--- src/verilog/range_pad_pkg.sv ---
package range_pad_pkg;

    // ========================================
    // widths
    // ========================================

    // adc sample width, signed two's complement
    parameter int SAMPLE_W = 16;

    // ========================================
    // data types
    // ========================================

    // one digitised range sample
    typedef logic [SAMPLE_W-1:0] sample_t;

    // range bins per pulse, also wide enough for nfft
    typedef logic [14:0] length_t;

    // point index inside one fft frame
    typedef logic [14:0] bin_t;

    // ========================================
    // reader fsm
    // ========================================

    // one-hot, one state per phase of the frame
    typedef enum logic [3:0] {
        st_idle    = 4'b0001,
        st_readout = 4'b0010,
        st_zero    = 4'b0100,
        st_finish  = 4'b1000
    } reader_state_t;

endpackage

--- src/verilog/zero_pad_reader.sv ---
`timescale 1ns/10ps

module zero_pad_reader
    import range_pad_pkg::*;
#(
    parameter int nfft = 1024
)
(
    input  logic    clk,
    input  logic    rst,
    // fifo status
    input  logic    empty,
    // range gate length, 1 to nfft, stable during a frame
    input  length_t range_length,
    // slot strobes, registered
    output logic    rd_en,
    output logic    zero_en
);

    // index of the final point in a frame
    localparam bin_t last_bin = bin_t'(nfft - 1);

    reader_state_t state;
    reader_state_t next_state;

    // slot index within the current frame
    bin_t bin_cnt;

    // index of the final fifo read
    length_t last_read_bin;

    logic frame_done;

    assign last_read_bin = range_length - length_t'(1);

    // last slot of the frame, in either phase
    assign frame_done = ((state == st_readout) || (state == st_zero)) &&
                        (bin_cnt == last_bin);

    // ========================================
    // state register
    // ========================================

    always_ff @(posedge clk or posedge rst)
    begin
        if (rst)
            state <= st_idle;
        else
            state <= next_state;
    end

    // ========================================
    // next state
    // ========================================

    always_comb
    begin
        next_state = state;
        case (state)
            st_idle:
            begin
                // start on first buffered sample
                if (!empty)
                    next_state = st_readout;
            end

            st_readout:
            begin
                // full-length gate skips the zero phase
                // last two pops still in flight, so empty says nothing yet
                if (frame_done)
                    next_state = st_finish;
                else if (bin_cnt == last_read_bin)
                    next_state = st_zero;
            end

            st_zero:
            begin
                // chain straight into the next pulse if data waits
                // a read still in flight keeps empty low
                if (frame_done)
                    next_state = (empty || rd_en) ? st_finish : st_readout;
            end

            st_finish:
            begin
                next_state = st_idle;
            end

            default:
            begin
                next_state = st_idle;
            end
        endcase
    end

    // ========================================
    // bin counter
    // ========================================

    // runs only inside a frame, cleared otherwise
    always_ff @(posedge clk or posedge rst)
    begin
        if (rst)
            bin_cnt <= '0;
        else if ((state != st_readout) && (state != st_zero))
            bin_cnt <= '0;
        else if (bin_cnt == last_bin)
            bin_cnt <= '0;
        else
            bin_cnt <= bin_cnt + 1'b1;
    end

    // ========================================
    // output decode
    // ========================================

    // one cycle behind the state
    always_ff @(posedge clk or posedge rst)
    begin
        if (rst)
        begin
            rd_en   <= 1'b0;
            zero_en <= 1'b0;
        end
        else
        begin
            rd_en   <= (state == st_readout);
            zero_en <= (state == st_zero);
        end
    end

endmodule

--- config.mk ---
export PLATFORM = sky130hd
export DESIGN_NAME = zero_pad_reader
export DESIGN_NICKNAME = d
export VERILOG_FILES = /design/src/verilog/range_pad_pkg.sv /design/src/verilog/zero_pad_reader.sv
export SDC_FILE = /design/constraint.sdc
export NUM_CORES = 1
export LEC_CHECK = 0
export ABC_AREA = 1
export CORE_MARGIN = 4
export CORE_UTILIZATION = 40
export CTS_CLUSTER_DIAMETER = 200
export DETAILED_ROUTE_END_ITERATION = 10
export DONT_BUFFER_PORTS = 1
export PLACE_DENSITY = 0.53
export SETUP_SLACK_MARGIN = 0.02
export SYNTH_ARGS = -nofsm -noshare
export SYNTH_HDL_FRONTEND = slang
export SYNTH_SLANG_ARGS = --single-unit
--- constraint.sdc ---
create_clock -name clk -period 3.4 [get_ports clk]
set_input_delay 0.51 -clock clk [delete_from_list [all_inputs] [get_ports clk]]
set_output_delay 0.51 -clock clk [all_outputs]
set_load 0.05 [all_outputs]
==> metrics.txt <==
run status=completed; clk sinks=21; setup_tns=0 ns; crit path launch type=flip-flop; Syn. warnings=0; GRT met1 Usage=between 15 and 20%; Layout Nets=around 270; Worst-path clk slew=0.07 ns; Antenna Nets Post-Route=0; Die Ht=~73 um; synthesized flop and latch total=21; worst rel slew slack=between 40% and 50%; Die X=between 70 and 80 um; critical path class=reg2reg; core box area=4058 um2; Starting DRT DRC Count=57; max_cap viols=0; Gate Count Post-Synth=~250; area growth from synthesis to layout=5.698%; DRT Wirelength=3.419 mm; pre-CTS WS=around 1.5 ns; largest net degree at the start of global routing=22; Ant. Diodes=0; overflow left after global routing=0; Synth cell types=31; CTS buffer count=3; CP arrival=approximately 1.8 ns; maximum vdd drop=around 310 uV; fill cell count=~440; kind of end point of the critical path=flip-flop; total global-route track usage=13.94%; drt first pass iters=4; Synth Net Count=~270; clk_lat worst skew=between 0.2 and 0.3 ns; row count=23; DRC viols=0; Hold Path Class=in2async; layout cells sized above 1=17.13%; period utilisation layout=around half; unrepaired setup endpoints after global routing=false; pwr dens=353.2 nW/um2; fmax=around 600 MHz; H-tree Lvls=1; Initial Util=between 40% and 50%; post-CTS resize count=0; clk buf depth=2; Layout Utilization=roughly 45%; GR Util met3=1.505%; post-CTS setup buffer count=0; M2 GR Usage=~23%; Syn Std Cell Area=1713 um2; vias per cell=about 4.6; area of the multi-input gates=1030 um2; critical path cell sequence=ha_1 -> nand3_2 -> inv_2 -> nand4_2 -> nor2_2 -> nand2_2 -> nor2_2 -> nand3_1 -> xor2_1 -> nor2_1; WL/cell=around 11 um; CTS tree=built; FF+latch area=around 530 um2; clock skew=0.002403 ns; sequential area share after synthesis=approximately 30%; grt peak-use layer=met2; Fin. Hold Viols=0; Tightest Pin Transition=0.7892 ns; minimum clock period=around 1.7 ns; first-pass GRT wire length=between 5 and 6 mm; Setup-failing EPs final=0; # hold bufs at CTS=0; Avg Inst Size Synth=between 6 and 7 um2; Boundary Pins=20; Die Area=approximately 5400 um2; HPWL after DPL=about 2.9 mm; initial antenna violation count=0; Root Driver=clkbuf_8; most used cell, CP=nor2_2; pins over their slew limit=0; Port Buffers=0; gp weighted congestion=about 0.8; Worst path max stage delay=0.42 ns; crit-path max FO=5; vias=approximately 1400; Leakage=approximately 0.83 nW; most frequent cells in the layout=65 x nand2_1, 33 x nor2_1, 31 x inv_1, 20 x dfrtp_1, 14 x nor2_2; WP data required=3.53 ns; number of global-route vias before repair=1330; leading cell type in the layout, fill and taps excluded=nand2_1; Crit-path slowest cell=dfrtp_1; Final Worst Setup Slack=1.722 ns
[metal layers]
metal / wire (um) / up-vias / share of wire [%]
met5: 0 / - / 0
met4: 29 / 0 / 0.85
met3: 139 / 4 / 4.1
met2: 1548 / 20 / 45
met1: 1702 / 594 / 50
li1: - / 762 / -
[sequential cells by signal, summed over array words and instances (netlist names)]
signal and cells:
bin_cnt 15, rd_en 1, state 4, zero_en 1
[Yosys cell counts]
cell type	number	share of area [%]
nand3_2	3	1.8
clkbuf_2	1	0.29
nand3_4	1	1.0
nand2_2	5	1.8
and2_1	2	0.73
o21ai_1	2	0.58
nand4_1	2	0.73
dfstp_2	1	1.5
nand3b_1	5	2.2
xor2_1	9	4.6
o21ai_2	1	0.51
inv_2	8	1.8
nor3b_1	2	0.88
nand4_2	1	0.73
a32o_1	1	0.58
dfrtp_1	20	29
inv_1	31	6.8
xnor2_1	12	6.1
or2_2	1	0.37
ha_1	2	1.5
nor2_2	14	5.1
a21oi_1	3	0.88
nor3_2	1	0.58
nand2_1	65	14
buf_2	1	0.29
nand3_1	10	2.9
o21ai_0	4	1.2
nor2_1	33	7.2
nor2_4	3	2.0
nor3_1	4	1.2
nor3b_2	1	0.73
[kinds of logic after synthesis]
family                   Yosys count  share of synthesized area, %
AO/OA/AOI/OAI                     11                         3.725
XOR/XNOR                          21                         10.74
buffers and inverters             41                         9.130
adder cells (fa/ha/maj)            2                         1.461
AND/OR/NAND/NOR                  153                         44.19
flip-flops                        21                         30.75
[metrics by stage]
step	hold slack (ns)	cells	total power, mW	area, um2
floorplan	0.4443	249	0.4480	1713
global placement	0.5173	297	0.4855	1765
detailed placement	0.5168	297	0.4857	1765
CTS	0.3159	301	0.6511	1810
global route	0.3574	301	0.6920	1810
finish	0.2845	301	0.6394	1810
[worst max-delay path, delay by kind of cell, from the launching register on]
family        cells  cell delay [ns]
simple gates      7             0.67
flops             1             0.42
xor+xnor          1             0.15
buf+inv           1             0.07
fa+ha+maj         1             0.22
[area by class of cell]
type	instances	share of cell area, %
Sequential cell	21	29.09
Multi-Input combinational cell	187	56.88
Inverter	39	8.086
Clock buffer	4	2.488
Tap cell	50	3.455
[where the power goes]
group	switching [mW]	internal [mW]	total, mW
Sequential	0.0376	0.277	0.315
Combinational	0.108	0.0546	0.163
Clock	0.0785	0.0834	0.162
Total	0.224	0.415	0.639
[final timing paths]
| check | startpoint | endpoint | slack, ns | cells past startpoint |
|---|---|---|---|---|
| min reg2reg | bin_cnt[0]$_DFF_PP0_ | bin_cnt[0]$_DFF_PP0_ | 0.53 | 1 |
| min in group clk | empty | state[0]$_DFFE_PP1P_ | 0.44 | 4 |
| max in group asynchronous | rst | bin_cnt[13]$_DFF_PP0_ | 2.63 | 1 |
| min | rst | bin_cnt[1]$_DFF_PP0_ | 0.28 | 1 |
| max reg2reg | bin_cnt[0]$_DFF_PP0_ | bin_cnt[14]$_DFF_PP0_ | 1.72 | 10 |
| max | bin_cnt[0]$_DFF_PP0_ | bin_cnt[14]$_DFF_PP0_ | 1.72 | 10 |
(Power assumes the default switching activity.)
