$ cat src/verilog/range_pad_pkg.sv
package range_pad_pkg;

    // ========================================
    // widths
    // ========================================

    // adc sample width, signed two's complement
    parameter int SAMPLE_W = 16;

    // ========================================
    // data types
    // ========================================

    // one digitised range sample
    typedef logic [SAMPLE_W-1:0] sample_t;

    // range bins per pulse, also wide enough for nfft
    typedef logic [14:0] length_t;

    // point index inside one fft frame
    typedef logic [14:0] bin_t;

    // ========================================
    // reader fsm
    // ========================================

    // one-hot, one state per phase of the frame
    typedef enum logic [3:0] {
        st_idle    = 4'b0001,
        st_readout = 4'b0010,
        st_zero    = 4'b0100,
        st_finish  = 4'b1000
    } reader_state_t;

endpackage

$ cat src/verilog/frame_formatter.sv
`timescale 1ns/10ps

module frame_formatter
    import range_pad_pkg::*;
#(
    parameter int nfft = 1024
)
(
    input  logic    clk,
    input  logic    rst,
    // slot strobes from the reader
    input  logic    rd_en,
    input  logic    zero_en,
    // fifo read register, valid one cycle after rd_en
    input  sample_t rd_data,
    // frame stream
    output logic    out_valid,
    output sample_t out_data,
    output logic    out_first,
    output logic    out_last
);

    localparam bin_t last_bin = bin_t'(nfft - 1);

    // slot type aligned with rd_data
    logic rd_q;
    logic zero_q;
    logic slot_q;

    // position of the next emitted point
    bin_t out_idx;

    assign slot_q = rd_q || zero_q;

    // ========================================
    // stage 1: align slot with fifo data
    // ========================================

    always_ff @(posedge clk or posedge rst)
    begin
        if (rst)
        begin
            rd_q   <= 1'b0;
            zero_q <= 1'b0;
        end
        else
        begin
            rd_q   <= rd_en;
            zero_q <= zero_en;
        end
    end

    // ========================================
    // stage 2: output register
    // ========================================

    // zero slots and idle cycles both give zero
    always_ff @(posedge clk)
    begin
        out_data <= rd_q ? rd_data : '0;
    end

    always_ff @(posedge clk or posedge rst)
    begin
        if (rst)
        begin
            out_valid <= 1'b0;
            out_first <= 1'b0;
            out_last  <= 1'b0;
            out_idx   <= '0;
        end
        else
        begin
            out_valid <= slot_q;
            // frame markers only on real points
            out_first <= slot_q && (out_idx == '0);
            out_last  <= slot_q && (out_idx == last_bin);
            // wrap at nfft
            if (slot_q)
                out_idx <= (out_idx == last_bin) ? '0 : out_idx + 1'b1;
        end
    end

endmodule

$ cat config.mk
export PLATFORM = sky130hd
export DESIGN_NAME = frame_formatter
export DESIGN_NICKNAME = d
export VERILOG_FILES = /design/src/verilog/range_pad_pkg.sv /design/src/verilog/frame_formatter.sv
export SDC_FILE = /design/constraint.sdc
export NUM_CORES = 1
export LEC_CHECK = 0
export ABC_AREA = 1
export BUFFER_PORTS_ARGS = -buffer_cell sky130_fd_sc_hd__buf_4
export CORE_UTILIZATION = 35
export CTS_BUF_LIST = sky130_fd_sc_hd__clkbuf_8
export CTS_CLUSTER_SIZE = 10
export DETAILED_ROUTE_END_ITERATION = 7
export MAX_ROUTING_LAYER = met4
export PLACE_DENSITY_LB_ADDON = 0.05
export SKIP_LAST_GASP = 1
export SLEW_MARGIN = 20
export SYNTH_ARGS = -nofsm -noshare
export SYNTH_HDL_FRONTEND = slang
export SYNTH_SLANG_ARGS = --single-unit
$ cat constraint.sdc
create_clock -name clk -period 1.95 [get_ports clk]
set_clock_uncertainty 0.15 [all_clocks]
set_input_delay 0.195 -clock clk [delete_from_list [all_inputs] [get_ports clk]]
set_output_delay 0.195 -clock clk [all_outputs]
set_load 0.01 [all_outputs]
==> metrics.md <==
| Metric | Value |
|---|---|
| Outcome | complete, no violations |
| Clk slew on worst S/H paths | 0.07 ns |
| Yosys cell types | 23 |
| Pwr Density | 838.8 nW/um2 |
| PortBufs | 38 |
| Mapped Avg Cell Area | 8.480 um2 |
| Synth Cell Area | 1526 um2 |
| Warnings from Yosys | 0 |
| Worst-Skew Late Latency | 0.29 ns |
| Synth async-reset ratio | 55.56% |
| Grt ovf | 0 |
| Vias after detailed routing | 1297 |
| # DRC | 0 |
| CP Data Required Time | 1.97 ns |
| Critical path's top delay family | simple AND/OR/NAND/NOR gates |
| Synth area leaders | dfrtp_1, dfxtp_1, nand2_1 |
| Final hold viol count | 0 |
| Fin util | 52.48% |
| Cell with the most instances after synthesis | nand2_1 |
| Max-cap viol count | 0 |
| Antenna diodes | 0 |
| Crit path max fanout | 5 |
| Fillers | 403 |
| Largest family of logic cells by synthesized area | simple AND/OR/NAND/NOR gates |
| Root Driver | clkbuf_8 |
| Die span in x | 68.04 um |
| Min Tclk post-route | 1.525 ns |
| Setup_tns | 0 ns |
| Synth Area in Simple Gates | 29.18% |
| Placer Congestion | 0.8169 |
| CTS tree | yes |
| Post-Route WL | 3.101 mm |
| Starting Density | 37.35% |
| # rows | 23 |
| Max_slew headroom | 73.69% |
| Pre-Repair DR Iteration Count | 4 |
| Leakage | 1.164 nW |
| Maximum VDD drop | 0.4615 mV |
| Compound-Gate Fraction of Synth Area | 0.6557% |
| Post-synth EDFFs | 0 |
| Max-slew violation count | 0 |
| Post-synth top area share | 32.79% |
| P&R area growth vs syn | 40.49% |
| Post-synthesis mux area share | 0% |
| CP max-delay cell | dfrtp_1 |
| Via density | 4.412 |
| CP startpoint kind | register |
| Maximum root-to-sink buffer count | 2 |
| TritonCTS Buffers | 5 |
| Nets | 265 |
| CTS HTree Levels | 2 |
| IO Count | 39 |
| Syn_nets | 202 |
| Worst setup path class | reg -> reg |
| Sink Count | 36 |
| Cells along the critical path | ha_1 > nand3_1 > nor2_4 > nand4_2 > inv_1 > nor2_1 |
| Synth Area in Adders | 1.639% |
| Vias in the first global route | 1258 |
| Setup violations, final | 0 |
| HP Class | reg -> reg |
| Buf/Inv on CP | 1 |
| Die area | 4629 um2 |
| Fmax | 0.6558 GHz |
| WP data arrival | 1.55 ns |
| Yosys reg bits | 36 |
| Most instantiated cells after synthesis | nand2_1, inv_1, nor2_1 |
| Starting DRT DRC Count | 66 |
| Sequential area share after synthesis | 53.77% |
| CP Capture Type | register |
| PostCTS Resize Cnt | 0 |
| First-pass GRT wire length | 5.382 mm |
| Post-DP HPWL | 2.278 mm |
| Mapped Cells | 180 |
| Xor/xnor share of the synthesized area | 5.164% |
| Total power | 0.001799 W |
| RSZ-0062 raised after global routing | no |
| Largest stage delay, worst path | 0.41 ns |
| Largest net degree at the start of global routing | 21 |
| DR WL/cell | 10.55 um |
| Initial antenna violation count | 0 |
| Core Box Area | 4086 um2 |
| Ys flop type | dfrtp_1 |
| Die H | 68.04 um |
| Synth area leader | dfrtp_1 |
| Final Cycle Share | 78.20% |
| Share of layout cells above drive strength 1 | 25.82% |
| Total track usage | 16.58% |
| Detail Route Antenna Nets | 0 |
| Worst-margin pin slew | 0.3937 ns |
worst reg2reg max path, stage by stage, from the launching register on:
cell     delay [ns]
dfrtp_1        0.41
ha_1           0.21
nand3_1        0.17
nor2_4         0.17
nand4_2        0.15
inv_1          0.11
nor2_1         0.05
worst paths after layout:
path,from,to,slack (ns),cells after the start
setup reg to reg,out_idx[1]$_DFFE_PP0P_,out_idx[3]$_DFFE_PP0P_,0.43,6
hold / removal,out_idx[14]$_DFFE_PP0P_,out_idx[14]$_DFFE_PP0P_,0.32,1
setup / recovery,out_idx[1]$_DFFE_PP0P_,out_idx[3]$_DFFE_PP0P_,0.43,6
min in group asynchronous,rst,out_idx[0]$_DFFE_PP0P_,0.33,4
hold reg to reg,out_idx[14]$_DFFE_PP0P_,out_idx[14]$_DFFE_PP0P_,0.32,1
max in group asynchronous,rst,out_idx[11]$_DFFE_PP0P_,1.11,4
layout make-up:
cell class                      instances  area (um2)  share of cell area, %
Multi-Input combinational cell        108       559.3                  26.08
Clock buffer                            5       68.82                  3.209
Inverter                               33       123.9                  5.776
Tap cell                               50       62.56                  2.917
Clock inverter                          3       18.77                 0.8751
Timing Repair Buffer                   59       490.5                  22.87
Sequential cell                        36       820.8                  38.27
metal layers:
layer  global-route usage, %  up-vias  wire length, um
met3                   5.500        7              186
met4                   7.031        0               54
met2                   29.04       42             1652
li1                        -      658                -
met1                   16.72      590             1207
met5                       -        -                0
power breakdown:
part,switching [W],internal (W)
Sequential,0.0000824,0.000826
Clock,0.000268,0.000249
Combinational,0.000198,0.000176
state kept, by name, indices dropped and copies added, names as in the netlist:
signal and cells:
out_last 1, out_valid 1, out_first 1, out_data 16
out_idx 15, rd_q 1, zero_q 1
placed cells by master (no fill, tap or decap):
master | Yosys | routed
nand2_1 | 46 | 46
buf_4 | 1 | 40
inv_1 | 32 | 32
nor2_1 | 24 | 24
dfrtp_1 | 20 | 20
dlygate4sd3_1 | 0 | 19
dfxtp_1 | 16 | 16
xor2_1 | 8 | 8
nand3_1 | 5 | 5
clkbuf_8 | 0 | 5
nor2_4 | 4 | 4
nor2_2 | 4 | 4
nand2_2 | 3 | 3
nand4_1 | 3 | 3
o21ai_1 | 2 | 2
nor3_1 | 2 | 2
ha_1 | 2 | 2
clkinv_2 | 0 | 2
inv_2 | 1 | 1
nand4_2 | 1 | 1
nor3_2 | 1 | 1
xnor2_1 | 1 | 1
nand3_2 | 1 | 1
nor3b_1 | 1 | 1
clkinv_4 | 0 | 1
per-stage QoR:
stage | area [um2] | std cells | worst slack (ns) | hold slack (ns)
2_1_floorplan | 1526 | 180 | 0.5758 | 0.008830
3_3_place_gp | 1867 | 267 | 0.4829 | 0.08919
3_5_place_dp | 1867 | 267 | 0.4206 | 0.09794
4_1_cts | 2145 | 294 | 0.4106 | 0.3255
5_1_grt | 2145 | 294 | 0.2880 | 0.3497
6_report | 2145 | 294 | 0.4251 | 0.3229
cells by family after synthesis:
family	after synthesis
adder cells (fa/ha/maj)	2
XOR/XNOR	9
buffers and inverters	36
AND/OR/NAND/NOR	95
AO/OA/AOI/OAI	2
flip-flops	36
repair_timing:
action                    CTS  global route
hold buffers               19             0
hold endpoints to repair   38             0
setup buffers               0             0
Note: power is estimated with default switching activity, not from simulation.
